### src/design/riscv_isa_pkg.sv
package riscv_isa_pkg;

  localparam int xlen    = 32;
  localparam int reg_w   = 5;
  localparam int shamt_w = $clog2(xlen);  // shift amount width

  typedef logic [reg_w-1:0] reg_idx_t;
  typedef logic [xlen-1:0]  word_t;
  typedef logic [6:0]       opcode_t;

  // major opcodes of the kept subset
  localparam opcode_t op_lui     = 7'b01_101_11;
  localparam opcode_t op_reg_imm = 7'b00_100_11;
  localparam opcode_t op_reg_reg = 7'b01_100_11;
  localparam opcode_t op_branch  = 7'b11_000_11;
  localparam opcode_t op_environ = 7'b11_100_11;

  // funct3 for the integer operations
  localparam logic [2:0] f3_add_sub = 3'b000;
  localparam logic [2:0] f3_sll     = 3'b001;
  localparam logic [2:0] f3_slt     = 3'b010;
  localparam logic [2:0] f3_sltu    = 3'b011;
  localparam logic [2:0] f3_xor     = 3'b100;
  localparam logic [2:0] f3_srl_sra = 3'b101;
  localparam logic [2:0] f3_or      = 3'b110;
  localparam logic [2:0] f3_and     = 3'b111;

  // funct3 for the conditional branches
  localparam logic [2:0] f3_beq  = 3'b000;
  localparam logic [2:0] f3_bne  = 3'b001;
  localparam logic [2:0] f3_blt  = 3'b100;
  localparam logic [2:0] f3_bge  = 3'b101;
  localparam logic [2:0] f3_bltu = 3'b110;
  localparam logic [2:0] f3_bgeu = 3'b111;

  localparam logic [6:0] f7_base = 7'b000_0000;
  localparam logic [6:0] f7_alt  = 7'b010_0000;  // sub, sra, srai

  typedef struct packed {
    logic [6:0] funct7;
    reg_idx_t   rs2;
    reg_idx_t   rs1;
    logic [2:0] funct3;
    reg_idx_t   rd;
    opcode_t    opcode;
  } r_fmt_t;

  typedef struct packed {
    logic [11:0] imm;      // also funct7 + shamt for shifts
    reg_idx_t    rs1;
    logic [2:0]  funct3;
    reg_idx_t    rd;
    opcode_t     opcode;
  } i_fmt_t;

  // branch offset is scattered over the word, bit 0 is implied zero
  typedef struct packed {
    logic       imm_12;
    logic [5:0] imm_10_5;
    reg_idx_t   rs2;
    reg_idx_t   rs1;
    logic [2:0] funct3;
    logic [3:0] imm_4_1;
    logic       imm_11;
    opcode_t    opcode;
  } b_fmt_t;

  typedef union packed {
    r_fmt_t r_fmt;
    i_fmt_t i_fmt;
    b_fmt_t b_fmt;
  } insn_t;

  localparam int insn_bytes = 4;  // pc step

endpackage
### src/design/core_pkg.sv
package core_pkg;

  import riscv_isa_pkg::*;

  typedef enum logic [3:0] {
    alu_add,
    alu_sub,
    alu_sll,
    alu_slt,
    alu_sltu,
    alu_xor,
    alu_srl,
    alu_sra,
    alu_or,
    alu_and,
    alu_pass_b  // lui: immediate straight through
  } alu_op_t;

  // decoded control for the instruction at the current pc
  typedef struct packed {
    alu_op_t    alu_op;
    logic       use_imm;    // operand b is imm, not rs2
    word_t      imm;        // sign extended, or upper imm for lui
    logic       reg_we;
    logic       is_branch;
    logic [2:0] funct3;     // branch condition select
    logic       is_halt;    // ecall
    logic       illegal;
  } ctrl_t;

  // register write, also the retire port of the core
  typedef struct packed {
    logic     we;
    reg_idx_t rd;
    word_t    data;
  } wb_t;

endpackage

### src/design/rv_core.sv
`timescale 1ns/1ps

module rv_core
  import riscv_isa_pkg::*;
  import core_pkg::*;
(
  input  logic  clk,
  input  logic  rst,
  input  word_t insn,
  output word_t pc,
  output wb_t   wb,
  output logic  halt,
  output logic  illegal
);

  ctrl_t    ctrl;
  reg_idx_t rs1;
  reg_idx_t rs2;
  reg_idx_t rd;
  word_t    rs1_data;
  word_t    rs2_data;
  word_t    result;

  insn_decoder insn_decoder_inst (
    .insn (insn),
    .ctrl (ctrl),
    .rs1  (rs1),
    .rs2  (rs2),
    .rd   (rd)
  );

  reg_file reg_file_inst (
    .clk      (clk),
    .rst      (rst),
    .wb       (wb),
    .rs1      (rs1),
    .rs2      (rs2),
    .rs1_data (rs1_data),
    .rs2_data (rs2_data)
  );

  alu alu_inst (
    .ctrl     (ctrl),
    .rs1_data (rs1_data),
    .rs2_data (rs2_data),
    .result   (result)
  );

  pc_control pc_control_inst (
    .clk      (clk),
    .rst      (rst),
    .ctrl     (ctrl),
    .rs1_data (rs1_data),
    .rs2_data (rs2_data),
    .pc       (pc)
  );

  // retire port doubles as the register write
  assign wb = '{we: ctrl.reg_we, rd: rd, data: result};

  assign halt    = ctrl.is_halt;
  assign illegal = ctrl.illegal;

endmodule

### src/design/pc_control.sv
`timescale 1ns/1ps

module pc_control
  import riscv_isa_pkg::*;
  import core_pkg::*;
(
  input  logic  clk,
  input  logic  rst,
  input  ctrl_t ctrl,
  input  word_t rs1_data,
  input  word_t rs2_data,
  output word_t pc
);

  logic  taken;
  word_t next_pc;

  // branch condition per funct3
  always_comb begin
    case (ctrl.funct3)
      f3_beq:  taken = (rs1_data == rs2_data);
      f3_bne:  taken = (rs1_data != rs2_data);
      f3_blt:  taken = $signed(rs1_data) < $signed(rs2_data);
      f3_bge:  taken = $signed(rs1_data) >= $signed(rs2_data);
      f3_bltu: taken = rs1_data < rs2_data;
      f3_bgeu: taken = rs1_data >= rs2_data;
      default: taken = 1'b0;
    endcase
  end

  always_comb begin
    if (ctrl.is_halt) begin
      next_pc = pc;  // hold until reset
    end else if (ctrl.is_branch && taken) begin
      next_pc = pc + ctrl.imm;
    end else begin
      next_pc = pc + word_t'(insn_bytes);
    end
  end

  always_ff @(posedge clk) begin
    if (rst) begin
      pc <= '0;
    end else begin
      pc <= next_pc;
    end
  end

  // fetch stays word aligned over branches too
  a_pc_aligned: assert property (
    @(posedge clk) disable iff (rst)
    pc[1:0] == 2'b00
  ) else $error("pc not word aligned");

endmodule

### src/design/alu.sv
`timescale 1ns/1ps

module alu
  import riscv_isa_pkg::*;
  import core_pkg::*;
(
  input  ctrl_t ctrl,
  input  word_t rs1_data,
  input  word_t rs2_data,
  output word_t result
);

  word_t              op_b;
  logic [shamt_w-1:0] shamt;
  logic               lt_signed;
  logic               lt_unsigned;

  assign op_b  = ctrl.use_imm ? ctrl.imm : rs2_data;
  assign shamt = op_b[shamt_w-1:0];  // upper bits ignored

  assign lt_signed   = $signed(rs1_data) < $signed(op_b);
  assign lt_unsigned = rs1_data < op_b;

  always_comb begin
    case (ctrl.alu_op)
      alu_add:    result = rs1_data + op_b;
      alu_sub:    result = rs1_data - op_b;
      alu_sll:    result = rs1_data << shamt;
      alu_slt:    result = {{(xlen-1){1'b0}}, lt_signed};
      alu_sltu:   result = {{(xlen-1){1'b0}}, lt_unsigned};
      alu_xor:    result = rs1_data ^ op_b;
      alu_srl:    result = rs1_data >> shamt;
      alu_sra:    result = $signed(rs1_data) >>> shamt;  // sign fill
      alu_or:     result = rs1_data | op_b;
      alu_and:    result = rs1_data & op_b;
      alu_pass_b: result = op_b;
      default:    result = '0;
    endcase
  end

endmodule

### src/design/reg_file.sv
`timescale 1ns/1ps

module reg_file
  import riscv_isa_pkg::*;
  import core_pkg::*;
(
  input  logic     clk,
  input  logic     rst,
  input  wb_t      wb,
  input  reg_idx_t rs1,
  input  reg_idx_t rs2,
  output word_t    rs1_data,
  output word_t    rs2_data
);

  localparam int num_regs = 2 ** reg_w;

  word_t regs [num_regs];

  always_ff @(posedge clk) begin
    if (rst) begin
      for (int i = 0; i < num_regs; i++) begin
        regs[i] <= '0;
      end
    end else if (wb.we) begin
      regs[wb.rd] <= wb.data;  // decoder already filters rd zero
    end
  end

  // x0 reads as zero regardless of array contents
  assign rs1_data = (rs1 == '0) ? '0 : regs[rs1];
  assign rs2_data = (rs2 == '0) ? '0 : regs[rs2];

  // the decoder owns the x0 write rule
  a_no_x0_write: assert property (
    @(posedge clk) disable iff (rst)
    wb.we |-> (wb.rd != '0)
  ) else $error("register write to x0 with we high");

endmodule

### src/design/insn_decoder.sv
`timescale 1ns/1ps

module insn_decoder
  import riscv_isa_pkg::*;
  import core_pkg::*;
(
  input  insn_t    insn,
  output ctrl_t    ctrl,
  output reg_idx_t rs1,
  output reg_idx_t rs2,
  output reg_idx_t rd
);

  word_t      raw;
  opcode_t    opcode;
  logic [2:0] funct3;
  logic [6:0] funct7;
  word_t      imm_i;
  word_t      imm_b;
  word_t      imm_u;

  // op for funct3 with funct7 at its base value
  function automatic alu_op_t base_op(input logic [2:0] f3);
    case (f3)
      f3_add_sub: return alu_add;
      f3_sll:     return alu_sll;
      f3_slt:     return alu_slt;
      f3_sltu:    return alu_sltu;
      f3_xor:     return alu_xor;
      f3_srl_sra: return alu_srl;
      f3_or:      return alu_or;
      default:    return alu_and;
    endcase
  endfunction

  assign raw    = insn;
  assign opcode = insn.r_fmt.opcode;
  assign funct3 = insn.r_fmt.funct3;
  assign funct7 = insn.r_fmt.funct7;

  assign rs1 = insn.r_fmt.rs1;
  assign rs2 = insn.r_fmt.rs2;
  assign rd  = insn.r_fmt.rd;

  assign imm_i = {{20{insn.i_fmt.imm[11]}}, insn.i_fmt.imm};  // low 5 bits double as shamt
  assign imm_b = {{19{insn.b_fmt.imm_12}}, insn.b_fmt.imm_12, insn.b_fmt.imm_11,
                  insn.b_fmt.imm_10_5, insn.b_fmt.imm_4_1, 1'b0};
  assign imm_u = {raw[31:12], 12'b0};

  always_comb begin
    ctrl        = '0;
    ctrl.alu_op = alu_add;
    ctrl.funct3 = funct3;

    case (opcode)
      op_lui: begin
        ctrl.alu_op  = alu_pass_b;
        ctrl.use_imm = 1'b1;
        ctrl.imm     = imm_u;
        ctrl.reg_we  = 1'b1;
      end
      op_reg_imm: begin
        ctrl.alu_op  = base_op(funct3);
        ctrl.use_imm = 1'b1;
        ctrl.imm     = imm_i;
        ctrl.reg_we  = 1'b1;
        // shifts carry funct7 in the upper immediate bits
        if (funct3 == f3_sll) begin
          ctrl.illegal = (funct7 != f7_base);
        end else if (funct3 == f3_srl_sra) begin
          if (funct7 == f7_alt) begin
            ctrl.alu_op = alu_sra;
          end else if (funct7 != f7_base) begin
            ctrl.illegal = 1'b1;
          end
        end
      end
      op_reg_reg: begin
        ctrl.alu_op = base_op(funct3);
        ctrl.reg_we = 1'b1;
        if (funct7 == f7_alt) begin
          if (funct3 == f3_add_sub) begin
            ctrl.alu_op = alu_sub;
          end else if (funct3 == f3_srl_sra) begin
            ctrl.alu_op = alu_sra;
          end else begin
            ctrl.illegal = 1'b1;
          end
        end else if (funct7 != f7_base) begin
          ctrl.illegal = 1'b1;  // M extension and others not supported
        end
      end
      op_branch: begin
        ctrl.imm = imm_b;
        case (funct3)
          f3_beq, f3_bne, f3_blt, f3_bge, f3_bltu, f3_bgeu: ctrl.is_branch = 1'b1;
          default: ctrl.illegal = 1'b1;  // funct3 2 and 3 unused
        endcase
      end
      op_environ: begin
        // only ecall, everything above the opcode must be zero
        if (raw[31:7] == '0) begin
          ctrl.is_halt = 1'b1;
        end else begin
          ctrl.illegal = 1'b1;
        end
      end
      default: ctrl.illegal = 1'b1;
    endcase

    if (ctrl.illegal) begin  // no-op, pc still steps by 4
      ctrl.reg_we    = 1'b0;
      ctrl.is_branch = 1'b0;
    end
    if (rd == '0) begin
      ctrl.reg_we = 1'b0;  // x0 writes dropped here
    end
  end

endmodule

### config.mk
export PLATFORM = sky130hd
export DESIGN_NAME = rv_core
export DESIGN_NICKNAME = d
export VERILOG_FILES = /design/src/design/riscv_isa_pkg.sv /design/src/design/core_pkg.sv /design/src/design/rv_core.sv /design/src/design/pc_control.sv /design/src/design/alu.sv /design/src/design/reg_file.sv /design/src/design/insn_decoder.sv
export SDC_FILE = /design/constraint.sdc
export NUM_CORES = 2
export LEC_CHECK = 0
export ABC_CLOCK_PERIOD_IN_PS = 8750
export BUFFER_PORTS_ARGS = -buffer_cell sky130_fd_sc_hd__buf_2
export CAP_MARGIN = 20
export CORE_UTILIZATION = 45
export CTS_BUF_LIST = sky130_fd_sc_hd__clkbuf_16
export DETAILED_ROUTE_END_ITERATION = 7
export PLACE_DENSITY = 0.63
export SYNTH_ARGS = -nofsm -noshare
export SYNTH_HDL_FRONTEND = slang
export SYNTH_SLANG_ARGS = --single-unit
### constraint.sdc
create_clock -name clk -period 8.75 [get_ports clk]
set_input_delay 1.3125 -clock clk [delete_from_list [all_inputs] [get_ports clk]]
set_output_delay 1.3125 -clock clk [all_outputs]
set_load 0.01 [all_outputs]
==> summary.md <==
| Metric | Value |
|---|---|
| Setup slack, reg-to-reg | 2.29 ns |
| Layout cells sized above 1 | 23.1% |
| Startpoint Class | primary input |
| Fmax | 116 MHz |
| Root Driver | clkbuf_16 |
| Slowest cell on the critical path | nor2b_2 |
| Worst skew pair latency | 0.76 ns |
| Worst path buffer plus inverter count | 6 |
| Crit. path cell count | 22 |
| Min-delay src | pc_control_inst.pc[0] |
| CTS Buf Count | 112 |
| Clk sink count | 1056 |
| Top delay family on crit path | compound AO/OA/AOI/OAI gates |
| Pins Over Slew Limit | 0 |
| Sequential fraction of the synthesis area | 46.3% |
| Quantity of hold-fixing buffers added after cts | 0 |
| Most frequent cells in the layout | nor2_1, edfxtp_1, mux4_2 |
| Routability-driven placement congestion ratio | 1.04 |
| Post-synth ARST share | 0% |
| Setup ws final | 0.103 ns |
| CTS tree | yes |
| Hold Path Stages | 2 |
| Clk_skew | 0.0485 ns |
| Gr ovfl total | 0 |
| Worst path arrival time | 7.33 ns |
| Critical path class | in -> out |
| # port buffers | 105 |
| VDD IR-drop max | 0.163 mV |
| Netlist cell types | 114 |
| Syn Area/Cell | 11.5 µm² |
| Synth area leader | edfxtp_1 |
| Mapped Cells | 5890 |
| CP Capture Type | output port |
| Post-Route WL | 293 mm |
| DRT antenna net count | 0 |
| DRT Pass-1 Iters | 8 |
| Max cap viols | 0 |
| Leakage Power | 29.6 nW |
| Hold Path Sink | pc_control_inst.pc[0] |
| Clock buffer depth | 3 |
| Synth Warn # | 0 |
| Reg clk slew, reported paths | 0.06 ns |
| Top cells by area, synth | edfxtp_1, mux4_2, nor2_1, mux2i_1, ha_1 |
| Final-layout fill cell count | 13.1k |
| Crit-path max FO | 20 |
| Total GRT Usage | 37.6% |
| Reg-to-Reg Start | reg_file_inst.regs[16][0] |
| Initial antenna violation count | 15 |
| Vias/cell | 6.87 |
| Largest net degree at the start of global routing | 74 |
| Most common cell after layout, fill and taps aside | nor2_1 |
| Via Count | 55.9k |
| Status | complete, but fails checks |
| Pre-CTS setup slack | 0.131 ns |
| Total Nets Final | 6214 |
| Final worst path period share | 98.8% |
| Drc violations | 3 |
| Initial core utilization | 45.3% |
| Largest stage delay on the critical path | 0.79 ns |
| H-tree Lvls | 3 |
| RSZ-0062 raised after global routing | no |
| First-pass GRT wire length | 404 mm |
| Req. time, crit path | 7.44 ns |
| EDFF count, synth | 1024 |
| RR Endpoint | reg_file_inst.regs[19][22] |
| Fin. Hold Viols | 0 |
| Hpwl dp | 204 mm |
| Worst reg2reg path depth | 21 |
| Num ports | 106 |
| Crit path cell chain | buf_2 > nor2b_2 > nand2_1 > o22ai_1 > or4_1 > inv_1 > ha_1 > nand2b_1 > a21oi_1 > a211oi_1 > o21ai_0 > a31o_2 > a311o_1 > a31oi_1 > o41ai_1 > buf_4 > nor2b_1 > o21ai_0 > a21oi_4 > buf_12 > inv_2 > buf_2 |
| Syn Std Cell Area | 67800 µm² |
| Setup tns final | 0 ns |
| Setup violators final | 0 |
| Cell area power density | 209 nW/µm² |
| Minimum clock period | 8.65 ns |
| Main synth FF type | edfxtp_1 |
| Die H | 390 µm |
| Worst hold path class | reg -> reg |
| Failing checks | design-rule violations |
| Share of the synthesized area in the top cell type | 45.3% |
| DRT iter0 DRCs | 9421 |
| Die width | 390 µm |
| Area Growth Syn to Fin | 12.1% |
| Worst-Margin Slew | 1.14 ns |
| Routed WL per cell | 36.0 µm |
| Flops & latches, synth | 1056 |
| Core area | 150000 µm² |
| Rows | 142 |
| Die footprint | 152000 µm² |
| Max_slew headroom | 23.9% |
| Vias in the first global route | 52.1k |
==> cell usage after synthesis, types with 10 or more instances <==
library cell,count
clkbuf_1,292
a21oi_1,205
or3_1,10
dfxtp_1,32
nor3_1,55
a22oi_1,112
o22ai_1,33
nor2_2,40
a211o_1,12
buf_1,32
o21a_1,13
mux4_1,19
and2_1,24
o2111ai_1,10
xor2_1,25
buf_2,132
nor4_1,21
mux2i_1,350
a31oi_1,21
nand2_1,423
buf_4,49
a211oi_1,60
nand3_1,101
o21bai_1,12
a221oi_1,26
a32oi_1,11
ha_1,161
nor2_1,1220
inv_2,18
mux2_2,65
xnor2_1,31
nand4_1,49
o31ai_1,20
inv_1,126
o21ai_0,172
edfxtp_1,1024
o211ai_1,43
and3_1,31
mux4_2,463
a21o_1,46
nand2b_1,23
o311ai_0,10
nor2b_1,34
buf_6,34
==> tightest hold or removal path, cell delays in order, from the launching register on <==
cell and delay [ns]:
dfxtp_1 0.33, nand2_1 0.06, a21oi_1 0.05
==> registers in the layout, summed over array words and instances, names as in the netlist <==
name                flops
reg_file_inst.regs   1024
pc_control_inst.pc     32
==> worst max-delay path by stage <==
stage / start / end
6_report: insn[19] / wb[0]
5_1_grt: insn[20] / wb[0]
4_1_cts: insn[20] / wb[17]
3_5_place_dp: insn[20] / wb[17]
3_3_place_gp: insn[20] / wb[17]
2_1_floorplan: insn[20] / wb[25]
==> report_power, final <==
group          total (mW)  switching, mW  internal, mW
sequential           5.81          0.102          5.71
clock                4.70           2.08          2.62
combinational        5.39           3.72          1.67
==> layer usage <==
metal  share of wire (%)  global-route usage [%]  up-vias  routed length, µm
met2                  42                    53.3     4772             122000
met5                0.10                       0        -                292
met3                  14                    9.87      812              39900
met1                  37                    51.0    27800             107000
met4                 8.0                    24.7       20              23300
li1                    -                       -    22400                  -
==> layout make-up <==
| cell class | count | area (µm²) | share of cell area (%) |
|---|---|---|---|
| well taps | 2016 | 2520 | 3.32 |
| repair buffers | 527 | 4340 | 5.70 |
| multi-input cells | 4173 | 33700 | 44.3 |
| diodes | 9 | 22.5 | 0.0296 |
| clock buffers | 114 | 2850 | 3.75 |
| flip-flops and latches | 1056 | 31400 | 41.3 |
| inverters | 146 | 549 | 0.722 |
| clock inverters | 92 | 704 | 0.927 |
==> what timing repair did <==
item / CTS / global route
endpoints found under the setup margin: 0 / 9
gates resized for setup: 0 / 10
buffers inserted: 0 / 0
==> through the flow <==
stage / total power, mW / std cells / hold WS, ns / util [%] / cell area, µm²
CTS: 15.7 / 8124 / 0.487 / 50.7 / 76000
floorplan: 8.78 / 5921 / 0.492 / - / 67900
global route: 16.2 / 8127 / 0.533 / 50.8 / 76000
finish: 15.9 / 8133 / 0.491 / 50.8 / 76000
detailed placement: 11.1 / 7918 / 0.476 / 48.3 / 72400
global placement: 11.1 / 7918 / 0.469 / 48.3 / 72400
==> logic make-up (layout without fill, tap and decap cells) <==
logic type	after synthesis	count (layout)	synth area share (%)
xor+xnor	56	56	0.723
mux	903	903	22.5
fa+ha+maj	164	164	3.06
compound gates	924	924	9.31
flops	1056	1056	46.3
other cells	1	41	0.00553
buf+inv	692	879	4.86
simple gates	2094	2094	13.2
No activity file was read; power rests on OpenSTA's default activity.
